### src/common/kitchen_pkg.sv
package kitchen_pkg;

    // Grid geometry in cells and pixels
    localparam int GRID_ROWS = 8;
    localparam int GRID_COLS = 13;
    localparam int CELL_SIZE = 32;
    localparam int CELL_BITS = 5;

    // Top-left corner of the grid on screen
    localparam int GRID_X0 = 48;
    localparam int GRID_Y0 = 96;

    // Fixed pot location
    localparam int POT_ROW = 3;
    localparam int POT_COL = 6;

    typedef logic [3:0] frame_cnt_t;

    // Frames spent raw and then cooked before the pot catches fire
    localparam frame_cnt_t COOK_FRAMES = 4'd3;
    localparam frame_cnt_t BURN_FRAMES = 4'd3;

    typedef enum logic [3:0] {
        OBJ_EMPTY        = 4'd0,
        OBJ_ONION_WHOLE  = 4'd1,
        OBJ_ONION_CHOP   = 4'd2,
        OBJ_BOWL_EMPTY   = 4'd3,
        OBJ_BOWL_FULL    = 4'd4,
        OBJ_POT_EMPTY    = 4'd5,
        OBJ_POT_RAW      = 4'd6,
        OBJ_POT_COOKED   = 4'd7,
        OBJ_POT_FIRE     = 4'd8,
        OBJ_FIRE         = 4'd9,
        OBJ_EXTINGUISHER = 4'd10
    } obj_t;

    // Row-major grid of object codes in 416 bits
    typedef obj_t [GRID_ROWS-1:0][GRID_COLS-1:0] grid_t;

    typedef enum logic [1:0] {
        POT_EMPTY,
        POT_RAW,
        POT_COOKED,
        POT_FIRE
    } pot_state_t;

endpackage

### src/hw/cook_timer.sv
`timescale 1ns/1ps

module cook_timer (
    input  logic                   pixel_clk_in,
    input  logic                   rst,
    input  logic                   frame_start,
    input  logic                   timer_en,
    input  logic                   timer_clr,
    output kitchen_pkg::frame_cnt_t frames
);

    // Frame counter for cooking time
    always_ff @(posedge pixel_clk_in) begin
        if (rst) begin
            frames <= '0;
        end else if (timer_clr) begin
            // Clear wins over counting
            frames <= '0;
        end else if (timer_en && frame_start) begin
            // Holds at 15 so a stall never wraps below a threshold
            if (frames != '1) begin
                frames <= frames + 1'b1;
            end
        end
    end

endmodule

### config.mk
export PLATFORM = sky130hd
export DESIGN_NAME = cook_timer
export DESIGN_NICKNAME = d
export VERILOG_FILES = /design/src/common/kitchen_pkg.sv /design/src/hw/cook_timer.sv
export SDC_FILE = /design/constraint.sdc
export NUM_CORES = 1
export LEC_CHECK = 0
export ABC_AREA = 1
export BUFFER_PORTS_ARGS = -buffer_cell sky130_fd_sc_hd__buf_2
export CORE_AREA = 2 2 39 41
export CTS_CLUSTER_DIAMETER = 30
export CTS_CLUSTER_SIZE = 14
export DETAILED_ROUTE_END_ITERATION = 12
export DIE_AREA = 0 0 41 43
export MAX_ROUTING_LAYER = met4
export SYNTH_ARGS = -nofsm -noshare
export SYNTH_HDL_FRONTEND = slang
export SYNTH_SLANG_ARGS = --single-unit
### constraint.sdc
create_clock -name pixel_clk_in -period 1.25 [get_ports pixel_clk_in]
set_input_delay 0.125 -clock pixel_clk_in [delete_from_list [all_inputs] [get_ports pixel_clk_in]]
set_output_delay 0.125 -clock pixel_clk_in [all_outputs]
set_load 0.01 [all_outputs]
Yosys cells after proc, flatten, opt, wreduce, memory -nomap -nowiden

Index checks and enable logic that the tools add are counted.

Flip-flop bits (word level): 4
Input bits: 5
Output and inout port bits: 4
Logic and storage cells: 6

Add/subtract/negate cells: 1
Equality and inequality tests: 1
Reductions and logical operators: 3

Operator list:

| operator                                                       | number |
|---|---|
| 4-bit by 1-bit adder with 4-bit output (second input constant) | 1 |
| 4-bit != test (second input constant)                          | 1 |
| 2-bit AND reduction                                            | 1 |
| 2-bit OR reduction                                             | 1 |
| 1-bit logical AND                                              | 1 |

Depth between registers and ports, before layout

Word-level depth: 2
Depth in mapped cells: 6

Worst setup path after synthesis

No wires, ideal clock.

Kind: register -> register
From: register frames[0]
To: register frames[0]
Library setup time: 116 ps
Arrival time: 989 ps
Required time: 1134 ps
Setup slack: 145 ps
Stages on the path, launching flop included: 7
Cell sequence: dfxtp_1 -> ha_1 -> nand3_2 -> nand2_2 -> inv_1 -> nor2_1 -> nor2_1

Word-level cells in the longest chain between the ends: 2
Elaborated cells between the ends (all ways): 3

Ends and longest elaborated chain:

| element                                                                        | line             | RTL |
|---|---|---|
| start: declaration                                                             | cook_timer.sv:9  | `output kitchen_pkg::frame_cnt_t frames` |
| start signal: assignment                                                       | cook_timer.sv:22 | `frames <= frames + 1'b1;` |
| branches (longest 2 deep; another with 4-bit by 1-bit adder with 4-bit output) | -                |  |

Several ways; the timed one is not identified.
A chain may end at the register's enable or synchronous reset.

Worst setup path in the final report

From: register frames[1]
To: register frames[0]

Word-level cells in the longest chain between the ends: 2

Ends and longest elaborated chain:

| element                              | line             | RTL |
|---|---|---|
| 4-bit != test                        | cook_timer.sv:21 | `if (frames != '1) begin` |
| 2-bit AND reduction (no source line) | -                |  |

Every way passes these cells.

==> results.md <==
* Clk sinks at 4
* Vias at 226
* Clock-pin slew on the worst setup and hold paths at 40 ps
* Endpoints failing setup at 0
* Max Freq at around 880 MHz
* Commonest non-fill, non-tap cell in the layout: nor2_1
* Max-Cap Viols at 0
* WS Path Type: reg2reg
* Total wire length at 463 microns
* Antenna violation net count after detailed routing at 0
* Sequential Power Share at 40.8%
* First-pass GRT wire length at ~800 microns
* Pwr/cell area at 1070 nW/um^2
* Fin crit share at 91.2%
* Busiest grt layer: met3
* Gr usage total at ~7.6%
* Proportion of synthesized area in mux cells at 0%
* Global routing usage on met1 at 7.69%
* Critical path capture point type: register
* Cell repeated most along the worst path: nor2_1
* CTS resizes at 0
* Synth cell types at 12
* RSZ-0062 raised after global routing: no
* Nets at 50
* Die height at between 40 and 50 microns
* Post-Synth XOR/XNOR Area at a little over 4%
* Met3 Track Usage GR at 9.42%
* Cells after Synth at 30
* Clk network pwr share at 50.7%
* Initial Util at 15.5%
* Vias per cell at between 3 and 4
* Peak supply drop at 0.481 mV
* P_sw at 0.0000731 W
* CTS tree: yes
* Status: finished clean
* Relative slew slack at between 80% and 90%
* DRT iter0 DRCs at 1
* Cells along the critical path: ha_1 > nand3_2 > nand2_2 > inv_1 > nor2_1 > nor2_1
* Die ar. at 1760 sq um
* Dpl cells at 55
* Yosys warnings at 0
* Setup crit end: frames[0]
* WP data required at 1370 ps
* DRC violations left at 0
* Slowest CP cell: dfxtp_1
* CTS max path bufs at 2
* Die X at 41 microns
* Worst Hold Class: in2reg
* Post-route setup TNS at 0 ps
* Met2 GRT Util at 9.06%
* Synth Register Bits at 4
* Fin util at around 22%
* Post-Synth Adder-Cell Area at 5.85%
* Antenna diodes at 0
* Syn nets at 36
* CORE AREA at 1380 sq um
* Post-synthesis cell area at 214 sq um
* Type of origin of the critical path: register
* Largest registers: frames (4)
* H-tree depth at 1
* Area Growth Syn to Fin at 42.1%
* Syn avg cell area at 7.13 sq um
* Wire length per cell at approximately 8.0 microns
* Post-Synth Simple-Gate Area at 37.4%
* Register area share after synthesis at between 30 and 40%
* Worst Setup SP: frames[1]
* Switching share of power at 22.5%
* Share of cells above drive strength 1 at 35.7%
* Port bufs at 8
* Io pins at 9
* Most frequent cells in the layout: nor2_1, buf_2, nand2_1
* Clk_skew at 5.58 ps
* Reg-to-Reg Start: frames[1]
* Post-CTS setup buffer count at 0
* Placed wire-length estimate at 344 microns
* Critical R2R Capture: frames[0]
* Total power at 0.000324 W
* Logic pwr share at 8.4%
* DRT Pass-1 Iters at 4
* Final Hold Fails at 0
* Final Wtd Congestion at 0.837
* Finished Layout Cells at between 50 and 60
* Count of pins over their slew limit at 0
* Crit-path max FO at 5
* Largest family of logic cells by synthesized area: simple AND/OR/NAND/NOR gates
* Top reg by flops: frames
* Max FFs per register at 4
* Crit path largest cell delay at 380 ps
* Compound-gate portion of the synthesized area at roughly 10%
* Clock Tree Root: clkbuf_4
* Actual slew at the worst max-slew pin at 232 ps
* Fin crit period at 1140 ps
* Antenna violations before repair at 0
* Leak Pwr at 0.148 nW
* R2R cell count at 6
* CTS buffer count at 3
* Setup slack, reg-to-reg at 110 ps
* Total congestion overflow at 0
* # hold bufs at CTS at 0
* P_int at 0.000251 W
* Crit path DAT at 1260 ps
* Rows at 14
* Number of global-route vias before repair at 200
* Largest net degree at the start of global routing at 7
* Clock latency at the later pin of the worst-skew pair at 240 ps
-- metrics by stage --
| stage | instance area (sq um) | hold slack, ps | setup slack (ps) |
|---|---|---|---|
| 3_5_place_dp | 282 | 413 | 117 |
| 2_1_floorplan | 214 | 295 | 145 |
| 3_3_place_gp | 282 | 406 | 124 |
| 4_1_cts | 304 | 151 | 106 |
| 5_1_grt | 304 | 169 | 21.8 |
| 6_report | 304 | 156 | 110 |
-- critical path: cells and delay by family, from the launching register on --
kind	cells	cell delay (ps)
and+or+nand+nor	4	340
buffers and inverters	1	80
DFF	1	380
adders and majority gates	1	230
-- cell type report --
cell class / instances / area (sq um)
clock buffers: 3 / 22.5
fillers: 156 / 1080
inverters: 3 / 11.3
multi-input cells: 23 / 123
flip-flops and latches: 4 / 80.1
well taps: 16 / 20.0
repair buffers: 9 / 47.5
-- per-layer routing --
layer	wire length [microns]	up-vias	part of all wire, %
li1	-	120	-
met4	0	0	0
met2	188	9	41
met3	77	0	17
met1	197	97	43
met5	0	-	0
-- worst min path at each step --
| stage | to | slack, ps | cells past startpoint | startpoint |
|---|---|---|---|---|
| after detailed placement | frames[3] | 410 | 4 | rst |
| after global routing | frames[3] | 170 | 4 | rst |
| after CTS | frames[3] | 150 | 4 | rst |
| final | frames[3] | 160 | 4 | rst |
| after global placement | frames[3] | 410 | 4 | rst |
| after floorplan | frames[3] | 290 | 3 | rst |
-- synth_stat cells --
library cell / count / area (sq um)
a21boi_2: 1 / 11.3
nand2_2: 1 / 6.26
o21ai_0: 2 / 10.0
inv_1: 3 / 11.3
xor2_1: 1 / 8.76
nand4_1: 1 / 6.26
ha_1: 1 / 12.5
nor2_1: 9 / 33.8
nand2_1: 5 / 18.8
nand3_1: 1 / 5.00
nand3_2: 1 / 10.0
dfxtp_1: 4 / 80.1
-- power by group through the flow --
| stage | clock (W) | combinational [W] | sequential (W) |
|---|---|---|---|
| finish | 0.000164 | 0.0000273 | 0.000132 |
| global route | 0.000191 | 0.0000311 | 0.000132 |
| CTS | 0.000173 | 0.0000276 | 0.000132 |
| detailed placement | 0 | 0.0000273 | 0.000134 |
| global placement | 0 | 0.0000272 | 0.000134 |
| floorplan | 0 | 0.0000133 | 0.000136 |
-- cells by family (layout without fill, tap and decap cells) --
family / count (synthesis) / in the layout
xor gates and xnor gates: 1 / 1
AOI/OAI and AO/OA: 3 / 3
buffers and inverters: 3 / 15
DFF: 4 / 4
and+or+nand+nor: 18 / 18
adders and majority gates: 1 / 1
Power figures use the tool's default switching activity.
