**src/common/video_pkg.sv**
```systemverilog
package video_pkg;

    // 640x480 timing at one pixel per clock
    localparam int H_ACTIVE = 640;
    localparam int H_FRONT  = 16;
    localparam int H_SYNC   = 96;
    localparam int H_TOTAL  = 800;

    localparam int V_ACTIVE = 480;
    localparam int V_FRONT  = 10;
    localparam int V_SYNC   = 2;
    localparam int V_TOTAL  = 525;

    typedef logic [10:0] hcount_t;
    typedef logic [9:0]  vcount_t;

    // 4 bits per channel
    typedef struct packed {
        logic [3:0] red;
        logic [3:0] green;
        logic [3:0] blue;
    } rgb12_t;

    // Scan position of one pixel with active-low syncs
    typedef struct packed {
        hcount_t hcount;
        vcount_t vcount;
        logic    hsync;
        logic    vsync;
        logic    blank;
    } scan_t;

    // Finished pixel with its own sync and blank
    typedef struct packed {
        rgb12_t colour;
        logic   hsync;
        logic   vsync;
        logic   blank;
    } pixel_t;

endpackage

```
**src/hw/video_timing.sv**
```systemverilog
`timescale 1ns/1ps

module video_timing (
    input  logic             pixel_clk_in,
    input  logic             rst,
    output video_pkg::scan_t scan,
    output logic             frame_start
);
    import video_pkg::*;

    hcount_t h_q;
    vcount_t v_q;

    // Free-running counter pair
    always_ff @(posedge pixel_clk_in) begin
        if (rst) begin
            h_q <= '0;
            v_q <= '0;
        end else if (h_q == hcount_t'(H_TOTAL - 1)) begin
            h_q <= '0;
            // Last line wraps back to the top
            if (v_q == vcount_t'(V_TOTAL - 1)) begin
                v_q <= '0;
            end else begin
                v_q <= v_q + 1'b1;
            end
        end else begin
            h_q <= h_q + 1'b1;
        end
    end

    // Sync and blank decoded straight from the counters
    always_comb begin
        scan.hcount = h_q;
        scan.vcount = v_q;
        // Sync pulse starts right after the front porch
        scan.hsync  = !((h_q >= hcount_t'(H_ACTIVE + H_FRONT)) &&
                        (h_q <  hcount_t'(H_ACTIVE + H_FRONT + H_SYNC)));
        scan.vsync  = !((v_q >= vcount_t'(V_ACTIVE + V_FRONT)) &&
                        (v_q <  vcount_t'(V_ACTIVE + V_FRONT + V_SYNC)));
        // Anything outside the visible area
        scan.blank  = (h_q >= hcount_t'(H_ACTIVE)) || (v_q >= vcount_t'(V_ACTIVE));
    end

    // One cycle at the top-left pixel
    assign frame_start = (h_q == '0) && (v_q == '0);

endmodule

```
**config.mk**
```make
export PLATFORM = sky130hd
export DESIGN_NAME = video_timing
export DESIGN_NICKNAME = d
export VERILOG_FILES = /design/src/common/video_pkg.sv /design/src/hw/video_timing.sv
export SDC_FILE = /design/constraint.sdc
export NUM_CORES = 1
export LEC_CHECK = 0
export ABC_AREA = 1
export BUFFER_PORTS_ARGS = -buffer_cell sky130_fd_sc_hd__buf_2
export CORE_ASPECT_RATIO = 1.5
export CORE_MARGIN = 2
export CORE_UTILIZATION = 54
export CTS_CLUSTER_DIAMETER = 80
export DETAILED_ROUTE_END_ITERATION = 10
export GPL_TIMING_DRIVEN = 0
export PLACE_DENSITY = 0.79
export SYNTH_ARGS = -nofsm -noshare
export SYNTH_HDL_FRONTEND = slang
export SYNTH_SLANG_ARGS = --single-unit
```
**constraint.sdc**
```tcl
create_clock -name pixel_clk_in -period 1.6 [get_ports pixel_clk_in]
set_input_delay 0.08 -clock pixel_clk_in [delete_from_list [all_inputs] [get_ports pixel_clk_in]]
set_output_delay 0.08 -clock pixel_clk_in [all_outputs]
set_load 0.05 [all_outputs]
```
### After elaboration in Yosys (flattened, before gate mapping)

Cells that the tools add are included.

| operators by class | value |
|---|---|
| $add $sub $neg | 2 |
| magnitude comparators | 6 |
| equality and inequality tests | 2 |
| multiplexer cells | 1 |
| reductions and logical operators | 9 |

Operator list:

| kind | number |
|---|---|
| $ge A11 B10 Y1 const B | 2 |
| $ge A10 B9 Y1 const B | 2 |
| $add A11 B1 Y11 const B | 1 |
| $eq A11 B10 Y1 const B | 1 |
| $logic_not A11 Y1 | 1 |
| $lt A11 B10 Y1 const B | 1 |
| $add A10 B1 Y10 const B | 1 |
| $eq A10 B10 Y1 const B | 1 |
| $logic_not A10 Y1 | 1 |
| $lt A10 B9 Y1 const B | 1 |
| $mux W10 | 1 |
| $logic_and A1 B1 Y1 | 3 |
| $logic_not A1 Y1 | 2 |
| $reduce_or A2 Y1 | 1 |
| $logic_or A1 B1 Y1 | 1 |

| word-level totals | value |
|---|---|
| flip-flop bits (word level) | 21 |
| input port bits | 2 |
| logic and storage cells | 22 |

### Longest topological paths before layout

| logic depth | value |
|---|---|
| word-level depth | 3 |
| depth in mapped cells | 9 |

### Least setup slack after synthesis

Ideal clock, no wire load.

| timing path | value |
|---|---|
| kind | register to output |
| start | register v_q[0] |
| end | output scan[1] (netlist name) |
| arrival | 1.905 ns |
| required time | 1.520 ns |
| setup slack | -0.385 ns |
| cell stages (with the launch flop) | 4 |
| cell sequence | dfxtp_1 inv_1 ha_1 o2111ai_1 |

RTL lines:

| what | line | RTL |
|---|---|---|
| start: declaration | video_timing.sv:12 | `vcount_t v_q;` |
| start signal: assignment | video_timing.sv:25 | `v_q <= v_q + 1'b1;` |
| end: declaration | video_timing.sv:6 | `output video_pkg::scan_t scan,` |

==> impl_metrics.tcl <==
set metrics [dict create \
    status "complete, no violations" \
    syn_to_final_growth_pct 22.2 \
    synth-seq-cells 21 \
    hold_class "register to register" \
    peakVddDrop_mv 0.423 \
    clk_path_buf_depth 2 \
    netlist_area_sq_um 1330 \
    crit_slowest_cell "dfxtp_4" \
    fmax_ghz 0.644 \
    critPathArrivalTime_ns 1.47 \
    ys_warn_count 0 \
    stdcell_area_sq_um 1620 \
    clock_sinks 21 \
    regArea_sq_um 439 \
    layout.nets 250 \
    cts_tree "yes" \
    cp_cell_sequence "buf_4 -> ha_1 -> o2111ai_2 -> buf_2" \
    hold_violations 0 \
    antenna_found_initial 0 \
    synth_compound_area_share_pct 4.43 \
    syn_inst 208 \
    placed_area_sq_um 1510 \
    worst_setup_hold_path_clk_slew_ns 0.13 \
    row_count 22 \
    synth_area_per_cell_sq_um 6.39 \
    drive_above_1_share_pct 27.7 \
    grtUsageTotal_pct 25.2 \
    slowest_delay_ns 0.37 \
    synth_fp_nets 215 \
    fill_cells 241 \
    cts.htree.levels 1 \
    synthSimpleGateAreaFrac_pct 46.0 \
    die_w_um 44.5 \
    drv_cap 0 \
    final_antenna_net_count 0 \
    post-route-min-period_ns 1.55 \
    core_area_sq_um 2390 \
    clock_latency_ns 0.32 \
    grt_overflow 0 \
    slew-limit-headroom_pct 81.9 \
    clockRootBuffer "clkbuf_4" \
    synth.area.mux_share_pct 0 \
    min_period_over_period_pct 97.1 \
    dr.pass1.iters 4 \
    wl_mm 3.21 \
    drt-initial-drc-count 40 \
    diodes 0 \
    die_area_sq_um 2880 \
    synth-seq-area-share_pct 31.6 \
    start_util_pct 55.5 \
    crit_family "buffers and inverters" \
    worst_setup_path_start_kind "register" \
    vias 1414 \
    synth-xor-area-share_pct 1.98 \
    criticalPathCategory "register to output port" \
    hpwl_mm 2.44 \
    synth_top_family_by_area "simple AND/OR/NAND/NOR gates" \
    cts_made_buffers 3 \
    tightest_slew_ns 0.271 \
    cp-end-kind "output port" \
    finalSetupViolCount 0 \
    slew_violations 0 \
    wl_per_cell_um 12.1 \
    critical_path_buf_inv_count 2 \
    portBuffers 26 \
    p_per_area_nw_per_um2 563 \
    grt_pass1_vias 1267 \
    grt_max_degree 13 \
    power.leakage_nw 0.779 \
    pre_cts_ws_ns 0.185 \
    io_pins 27 \
    setup_ws_ns 0.0461 \
    detail_route.vias_per_cell 5.32 \
    die_h_um 64.8 \
    grt_pass1_wl_mm 5.49 \
    cp.required_ns 1.52 \
    clock_skew_ns 0.00816 \
    ys_types 23 \
    multi_input_area_sq_um 803 \
    crit_fanout 5 \
    yosys.area_share.adder_pct 4.71 \
    drc 0 \
    place.gp.congestion 0.908 \
]
-- Yosys cell counts --
| master | instances | area, sq um |
|---|---|---|
| nand2_1 | 55 | 206 |
| o21ai_0 | 1 | 5.00 |
| nor3_1 | 3 | 15.0 |
| xnor2_1 | 1 | 8.76 |
| a31oi_1 | 1 | 6.26 |
| nor2_2 | 2 | 12.5 |
| nand3_4 | 1 | 17.5 |
| nor2_1 | 36 | 135 |
| o2111ai_1 | 2 | 17.5 |
| nor4_1 | 1 | 6.26 |
| nor2_4 | 2 | 22.5 |
| inv_2 | 3 | 11.3 |
| buf_6 | 2 | 22.5 |
| buf_4 | 1 | 7.51 |
| dfxtp_1 | 21 | 420 |
| nand2_2 | 5 | 31.3 |
| inv_1 | 29 | 109 |
| ha_1 | 5 | 62.6 |
| xor2_1 | 2 | 17.5 |
| nand4_1 | 9 | 56.3 |
| nor3b_2 | 1 | 12.5 |
| a21oi_1 | 6 | 30.0 |
| nand3_1 | 19 | 95.1 |
-- per-stage QoR --
step	total power [mW]	setup TNS, ns	instances	util, %	hold slack, ns
floorplan	0.626	-0.0792	208	-	0.149
global placement	0.647	0	258	63.1	0.331
detailed placement	0.649	0	258	63.1	0.330
CTS	0.919	0	263	65.3	0.471
global route	0.944	-0.00265	266	67.8	0.491
finish	0.914	0	266	67.8	0.470
-- flip-flops by register name (all words and copies together) (netlist names) --
signal,flops
h_q,11
v_q,10
-- layout by cell type (no fill, tap or decap), drive strengths merged --
cell | synthesis | routed
a31oi | 1 | 1
dfxtp | 21 | 21
nor3b | 1 | 1
o2111ai | 2 | 2
o21ai | 1 | 1
a21oi | 6 | 6
buf | 3 | 31
nor3 | 3 | 3
dlygate4sd3 | 0 | 1
nor2 | 40 | 40
ha | 5 | 5
nor4 | 1 | 1
nand3 | 20 | 20
xnor2 | 1 | 1
nand4 | 9 | 9
xor2 | 2 | 2
nand2 | 60 | 60
clkbuf | 0 | 4
inv | 32 | 32
clkinv | 0 | 1
-- worst paths after layout --
kind | slack, ns | depth (start not counted) | start | to
max reg2reg | 0.18 | 8 | h_q[0]$_SDFF_PP0_ | v_q[0]$_SDFFE_PP0N_
min | 0.47 | 1 | h_q[0]$_SDFF_PP0_ | h_q[0]$_SDFF_PP0_
min reg2reg | 0.47 | 1 | h_q[0]$_SDFF_PP0_ | h_q[0]$_SDFF_PP0_
max | 0.05 | 4 | v_q[1]$_SDFFE_PP0N_ | scan[1]
-- report_power, final --
group	switching, mW	internal [mW]	leakage, nW
combinational	0.0700	0.0350	0.587
sequential	0.0110	0.525	0.175
clock	0.179	0.0938	0.0177
-- kinds of logic after synthesis --
family | after synthesis
simple gates | 134
buf+inv | 35
flops | 21
compound gates | 10
fa+ha+maj | 5
xor+xnor | 3
-- worst register-to-register path, stage by stage, from the launching register on --
cell and delay, ns:
dfxtp_2 0.39, ha_1 0.24, nand3_4 0.13, inv_2 0.13, nand4_1 0.19, nand2_1 0.11
nand2_1 0.05, nand2_1 0.05, inv_1 0.04
-- what timing repair did --
| action | CTS | global route |
|---|---|---|
| resized for setup | 6 | 14 |
| buffers inserted | 0 | 3 |
| endpoints found under the setup margin | 2 | 4 |
| hold buffers | 1 | 0 |
| pin swaps | 0 | 3 |
| endpoints found under the hold margin | 4 | 0 |
-- final cells by class --
type,count,area share (%)
multi-input cells,152,49.5
flip-flops and latches,21,27.0
repair buffers,30,10.6
inverters,32,7.55
plain buffers,3,1.85
well taps,24,1.85
clock buffers,3,1.39
clock inverters,1,0.308
-- per-layer routing --
metal  track usage [%]  vias up  share of wire [%]
met5                 0        -                  0
met4              9.09        0                1.8
met3              3.62        7                3.7
met2              43.7       33                 54
met1              30.2      646                 40
li1                  -      728                  -
Note: power is estimated with default switching activity, not from simulation.
