## src/common/kitchen_pkg.sv

```systemverilog
package kitchen_pkg;

    // Grid geometry in cells and pixels
    localparam int GRID_ROWS = 8;
    localparam int GRID_COLS = 13;
    localparam int CELL_SIZE = 32;
    localparam int CELL_BITS = 5;

    // Top-left corner of the grid on screen
    localparam int GRID_X0 = 48;
    localparam int GRID_Y0 = 96;

    // Fixed pot location
    localparam int POT_ROW = 3;
    localparam int POT_COL = 6;

    typedef logic [3:0] frame_cnt_t;

    // Frames spent raw and then cooked before the pot catches fire
    localparam frame_cnt_t COOK_FRAMES = 4'd3;
    localparam frame_cnt_t BURN_FRAMES = 4'd3;

    typedef enum logic [3:0] {
        OBJ_EMPTY        = 4'd0,
        OBJ_ONION_WHOLE  = 4'd1,
        OBJ_ONION_CHOP   = 4'd2,
        OBJ_BOWL_EMPTY   = 4'd3,
        OBJ_BOWL_FULL    = 4'd4,
        OBJ_POT_EMPTY    = 4'd5,
        OBJ_POT_RAW      = 4'd6,
        OBJ_POT_COOKED   = 4'd7,
        OBJ_POT_FIRE     = 4'd8,
        OBJ_FIRE         = 4'd9,
        OBJ_EXTINGUISHER = 4'd10
    } obj_t;

    // Row-major grid of object codes in 416 bits
    typedef obj_t [GRID_ROWS-1:0][GRID_COLS-1:0] grid_t;

    typedef enum logic [1:0] {
        POT_EMPTY,
        POT_RAW,
        POT_COOKED,
        POT_FIRE
    } pot_state_t;

endpackage

```

## src/hw/pot_cook_fsm.sv

```systemverilog
`timescale 1ns/1ps

module pot_cook_fsm (
    input  logic                    pixel_clk_in,
    input  logic                    rst,
    input  logic                    add_onion,
    input  logic                    extinguish,
    input  kitchen_pkg::frame_cnt_t frames,
    input  kitchen_pkg::grid_t      object_grid,
    output kitchen_pkg::grid_t      shown_grid,
    output logic                    timer_en,
    output logic                    timer_clr
);
    import kitchen_pkg::*;

    pot_state_t state;
    pot_state_t state_next;

    always_ff @(posedge pixel_clk_in) begin
        if (rst) begin
            state <= POT_EMPTY;
        end else begin
            state <= state_next;
        end
    end

    // Next state
    always_comb begin
        state_next = state;
        if (extinguish) begin
            // Extinguisher empties the pot from any state
            state_next = POT_EMPTY;
        end else begin
            case (state)
                POT_EMPTY: begin
                    if (add_onion) begin
                        state_next = POT_RAW;
                    end
                end
                POT_RAW: begin
                    if (frames >= COOK_FRAMES) begin
                        state_next = POT_COOKED;
                    end
                end
                POT_COOKED: begin
                    // Left too long, catches fire
                    if (frames >= BURN_FRAMES) begin
                        state_next = POT_FIRE;
                    end
                end
                POT_FIRE: begin
                    // Stays burning until extinguished
                    state_next = POT_FIRE;
                end
                default: begin
                    state_next = POT_EMPTY;
                end
            endcase
        end
    end

    // Timer restarts on every state entry
    assign timer_clr = (state_next != state);
    assign timer_en  = (state == POT_RAW) || (state == POT_COOKED);

    // Pot cell always follows the FSM and ignores the input value
    always_comb begin
        shown_grid = object_grid;
        case (state)
            POT_EMPTY:  shown_grid[POT_ROW][POT_COL] = OBJ_POT_EMPTY;
            POT_RAW:    shown_grid[POT_ROW][POT_COL] = OBJ_POT_RAW;
            POT_COOKED: shown_grid[POT_ROW][POT_COL] = OBJ_POT_COOKED;
            POT_FIRE:   shown_grid[POT_ROW][POT_COL] = OBJ_POT_FIRE;
            default:    shown_grid[POT_ROW][POT_COL] = OBJ_POT_EMPTY;
        endcase
    end

endmodule

```

## config.mk

```make
export PLATFORM = sky130hd
export DESIGN_NAME = pot_cook_fsm
export DESIGN_NICKNAME = d
export VERILOG_FILES = /design/src/common/kitchen_pkg.sv /design/src/hw/pot_cook_fsm.sv
export SDC_FILE = /design/constraint.sdc
export NUM_CORES = 1
export LEC_CHECK = 0
export BUFFER_PORTS_ARGS = -buffer_cell sky130_fd_sc_hd__buf_2
export CORE_AREA = 2 2 331 333
export DETAILED_ROUTE_END_ITERATION = 12
export DIE_AREA = 0 0 333 335
export SYNTH_ARGS = -nofsm -noshare
export SYNTH_HDL_FRONTEND = slang
export SYNTH_SLANG_ARGS = --single-unit
```

## constraint.sdc

```tcl
create_clock -name pixel_clk_in -period 1.75 [get_ports pixel_clk_in]
set_input_delay 0.2625 -clock pixel_clk_in [delete_from_list [all_inputs] [get_ports pixel_clk_in]]
set_output_delay 0.2625 -clock pixel_clk_in [all_outputs]
set_load 0.005 [all_outputs]
```

; Word-level counts from Yosys, hierarchy flattened
; Cells that the tools add are included.
[word_totals]
register_bits = 2
input_bits = 424
word_cells = 14
[op_classes]
order_cmp = 1
eq_ne = 4
n_mux = 6
n_reduce_logical = 2
[op_table]
columns = cell, n
row1 = one-hot mux 4 bit (4 select lines), 1
row2 = 2-to-1 mux 2 bit, 4
row3 = one-hot mux 2 bit (4 select lines), 1
row4 = equality test 2 bit (second input constant), 2
row5 = greater-or-equal comparator 4 x 2 -> 1 bit (second input constant), 1
row6 = equality test 2 x 1 -> 1 bit (second input constant), 1
row7 = zero test 2 bit, 1
row8 = inequality test 2 bit, 1
row9 = logical OR 1 bit, 1

; Logic depth before layout (Yosys ltp)
[depth]
ltp_word = 5
depth_mapped = 6
depth_no_buf = 6

; Worst setup path before layout
; Ideal clock, no wire load.
[synth_timing]
path_kind = reg2reg
startpoint = register state[1]
endpoint = register state[1]
setup_ps = 122
arrival_time_ps = 1419
path_slack_ps = 209
stages_incl_launch_ff = 5
cell_sequence = dfxtp_1 > inv_1 > ha_1 > or2_2 > o311a_1
[synth_between]
elab_chain_cells = 3
elab_cells_between_ends = 9
classes_between = eq/ne: 3 / mux: 5 / reduce/logical: 1
[synth_lines]
columns = item, line_no
row1 = "start, declared", pot_cook_fsm.sv:16  ; pot_state_t state;
row2 = "start signal, assigned", pot_cook_fsm.sv:23  ; state <= state_next;
row3 = equality test 2 bit (tied with other cells), pot_cook_fsm.sv:34  ; case (state)
row4 = one-hot mux 2 bit (4 select lines) *, pot_cook_fsm.sv:34
row5 = 2-to-1 mux 2 bit *, pot_cook_fsm.sv:30  ; if (extinguish) begin
; Every way passes the cells marked *; elsewhere a longest branch is shown, timed or not.
; A chain may end at the register's enable or synchronous reset.

; Worst setup path after layout
[layout_timing]
startpoint = register state[1]
endpoint = output port timer_clr
[layout_between]
elab_chain_cells = 4
elab_cells_between_ends = 10
classes_between = eq/ne: 4 / mux: 5 / reduce/logical: 1
[layout_lines]
columns = item, line_no
row1 = equality test 2 bit (tied with other cells), pot_cook_fsm.sv:34
row2 = one-hot mux 2 bit (4 select lines), pot_cook_fsm.sv:34
row3 = 2-to-1 mux 2 bit, pot_cook_fsm.sv:30
row4 = inequality test 2 bit *, pot_cook_fsm.sv:63  ; assign timer_clr = (state_next != state);
row5 = "end, declared", pot_cook_fsm.sv:12  ; output logic timer_clr
; Marked as above.

==> impl_results.md <==
- Outcome: finished, violations left
- Failing checks: setup timing
- Clk root buf: clkbuf_16
- Layout cells sized above 1: 73.1%
- CTS buffer count: 3
- Final Cell Area: 2280 sq um
- Hold Path End: state[0]
- Wirelength per Cell: 58.3 microns
- Clock period minus worst slack: 1.76 ns
- Clock skew: 0.0000576 ns
- DRT antenna net count: 0
- Final WL: 85.5 mm
- Die area: 112,000 sq um
- Seq cells post-synth: 2
- Detailed-placement wirelength estimate: 84.4 mm
- Syn avg cell area: 7.57 sq um
- Die height: 335 microns
- Iter 0 DRT Violations: 125
- Leakage power: 0.000241 uW
- Clk sinks: 2
- Max Cap Violations: 0
- Worst hold path depth: 2
- DP Area: 2120 sq um
- Critical path capture point type: primary output
- Post-synthesis sequential area ratio: 1.20%
- Final GP Congestion: 0.856
- Top-area cell type share of the netlist area: 92.7%
- Setup WS post-layout: -0.00816 ns
- Antenna violations before repair: 3
- Syn Nets: 871
- Slew Viols, Final: 0
- Vias in the first global route: 932
- Leading area contributor after synthesis: buf_4
- Reg2Reg Setup Slack: 0.20 ns
- Final cell count without fillers: 1,466
- Final hold violation count: 0
- Die X: 333 microns
- Crit Path Max Fanout: 5
- Max Clk Rate: 0.569 GHz
- Bufs on Longest Clock Path: 2
- Synthesized area: 3350 sq um
- Post-CTS Hold Fix Bufs: 0
- Dominant register cell in the synthesized netlist: dfxtp_1
- Hold Crit Class: in -> reg
- Area contributors post-synth: buf_4 (93%), ha_1 (1.9%), dfxtp_1 (1.2%), a2111oi_2 (0.45%), nor2_1 (0.45%)
- Worst Tran Pin Value: 0.317 ns
- Vias: 1,277
- RSZ-0062 raised after global routing: yes
- Mapped Cells: 442
- WP data required: 1.49 ns
- Vias/cell: 0.871
- Initial DRT Pass Iterations: 4
- Max VDD drop: 211 uV
- Asr flop ratio synth: 0%
- Post-Place Cells: 1,461
- Power Density: 218 nW/um^2
- Global-route wire length before repair: 87.9 mm
- Top post-synthesis cells by count: buf_4 (413), ha_1 (5), nor2_1 (4)
- I/O pin count: 842
- Regs by FF count: state (2)
- Netlist cell types: 20
- Initial Utilization: 3.10%
- Fin crit share: 100%
- Crit start category: register
- Top-count cell post-synth: buf_4
- Largest net degree at the start of global routing: 7
- RR Startpoint: state[0]
- Placeable Area: 108,000 sq um
- GRT Overall Usage: 14.7%
- DRC Markers: 0
- Synth warn: 0
- RR Endpoint: state[1]
- Latest clock arrival within the worst-skew pair: 0.22 ns
- CTS tree: yes
- Reg2Reg Depth: 5
- Max_slew headroom: 78.9%
- Hold Startpoint: rst
- Net count reported at finish: 483
- P&R area growth vs syn: -31.8%
- Final setup fails: 2
- Row cnt: 121
- H-tree levels: 1
- Clock slew at reported path FFs: 0.03 ns
- N_diodes: 0
- Buffers added on ports: 13
- CP arrival: 1.50 ns
- Post-synth EDFFs: 0
- Top reg by flops: state
- Kind of critical path: reg -> out
- Dpl ws: 0.0594 ns
- Total global routing overflow: 0
- Max reg flops: 2
-- what timing repair did --
item	CTS	global route
buffers inserted	2	0
pin swaps	5	3
endpoints found under the hold margin	0	0
gates cloned	0	0
endpoints found under the setup margin	2	2
resized for setup	18	4
-- layout by cell type, fill, tap and decap left out, types with 2 or more instances in the layout --
cell and instances:
clkbuf_16 3, dfxtp_4 2, ha_2 2, buf_4 8, ha_4 2, buf_2 11, nor2_1 2
-- power by group --
group | total, uW | switching [uW] | internal, uW | leakage (uW)
registers | 52.2 | 5.01 | 47.2 | 0.0000178
logic | 103 | 51.5 | 51.6 | 0.000186
clock network | 341 | 50.9 | 291 | 0.0000370
-- worst max-delay path, stage by stage, from the launching register on --
cell,delay [ns]
dfxtp_4,0.35
buf_6,0.13
ha_4,0.16
nor2_4,0.10
nor3_2,0.05
a221oi_2,0.19
o22ai_1,0.12
buf_4,0.17
-- metal layers --
layer | share of wire, % | wire length [microns] | vias up | global-route usage [%]
li1 | - | - | 159 | -
met1 | 1.4 | 1220 | 304 | 0.489
met2 | 39 | 33300 | 748 | 20.0
met3 | 58 | 49800 | 66 | 40.6
met4 | 1.4 | 1200 | 0 | 2.09
met5 | 0 | 0 | - | 0
-- kinds of logic after synthesis --
family | share of synthesized area [%]
AOI/OAI and AO/OA | 2.24
DFF | 1.20
adders and majority gates | 1.87
muxes | 0.299
and+or+nand+nor | 1.38
buffers and inverters | 93.0
-- cell type report --
| type | count | area [sq um] |
|---|---|---|
| fill | 12998 | 106000 |
| tap | 1414 | 1770 |
| multi-input combinational | 24 | 250 |
| timing repair buffer | 20 | 126 |
| clock buffer | 3 | 75.1 |
| sequential | 2 | 47.5 |
| inverter | 3 | 13.8 |
-- how the worst max path moves through the flow --
stage,startpoint,to,slack (ns),depth (start not counted)
2_1_floorplan,state[1],state[1],0.21,4
3_3_place_gp,state[0],timer_clr,0.04,7
3_5_place_dp,state[0],timer_clr,0.06,7
4_1_cts,state[1],timer_clr,-0.05,7
5_1_grt,state[1],timer_clr,-0.09,7
6_report,state[1],timer_clr,-0.008,7
-- per-stage QoR --
step / utilization, % / total power (uW) / setup TNS (ns) / hold WS [ns]
finish: 2.11 / 497 / -0.0115 / 0.246
global route: 2.11 / 521 / -0.140 / 0.255
CTS: 2.10 / 499 / -0.0655 / 0.240
detailed placement: 1.96 / 137 / 0 / 0.478
global placement: 1.96 / 136 / 0 / 0.463
floorplan: - / 855 / 0 / 0.338
Note: power is estimated with default switching activity, not from simulation.
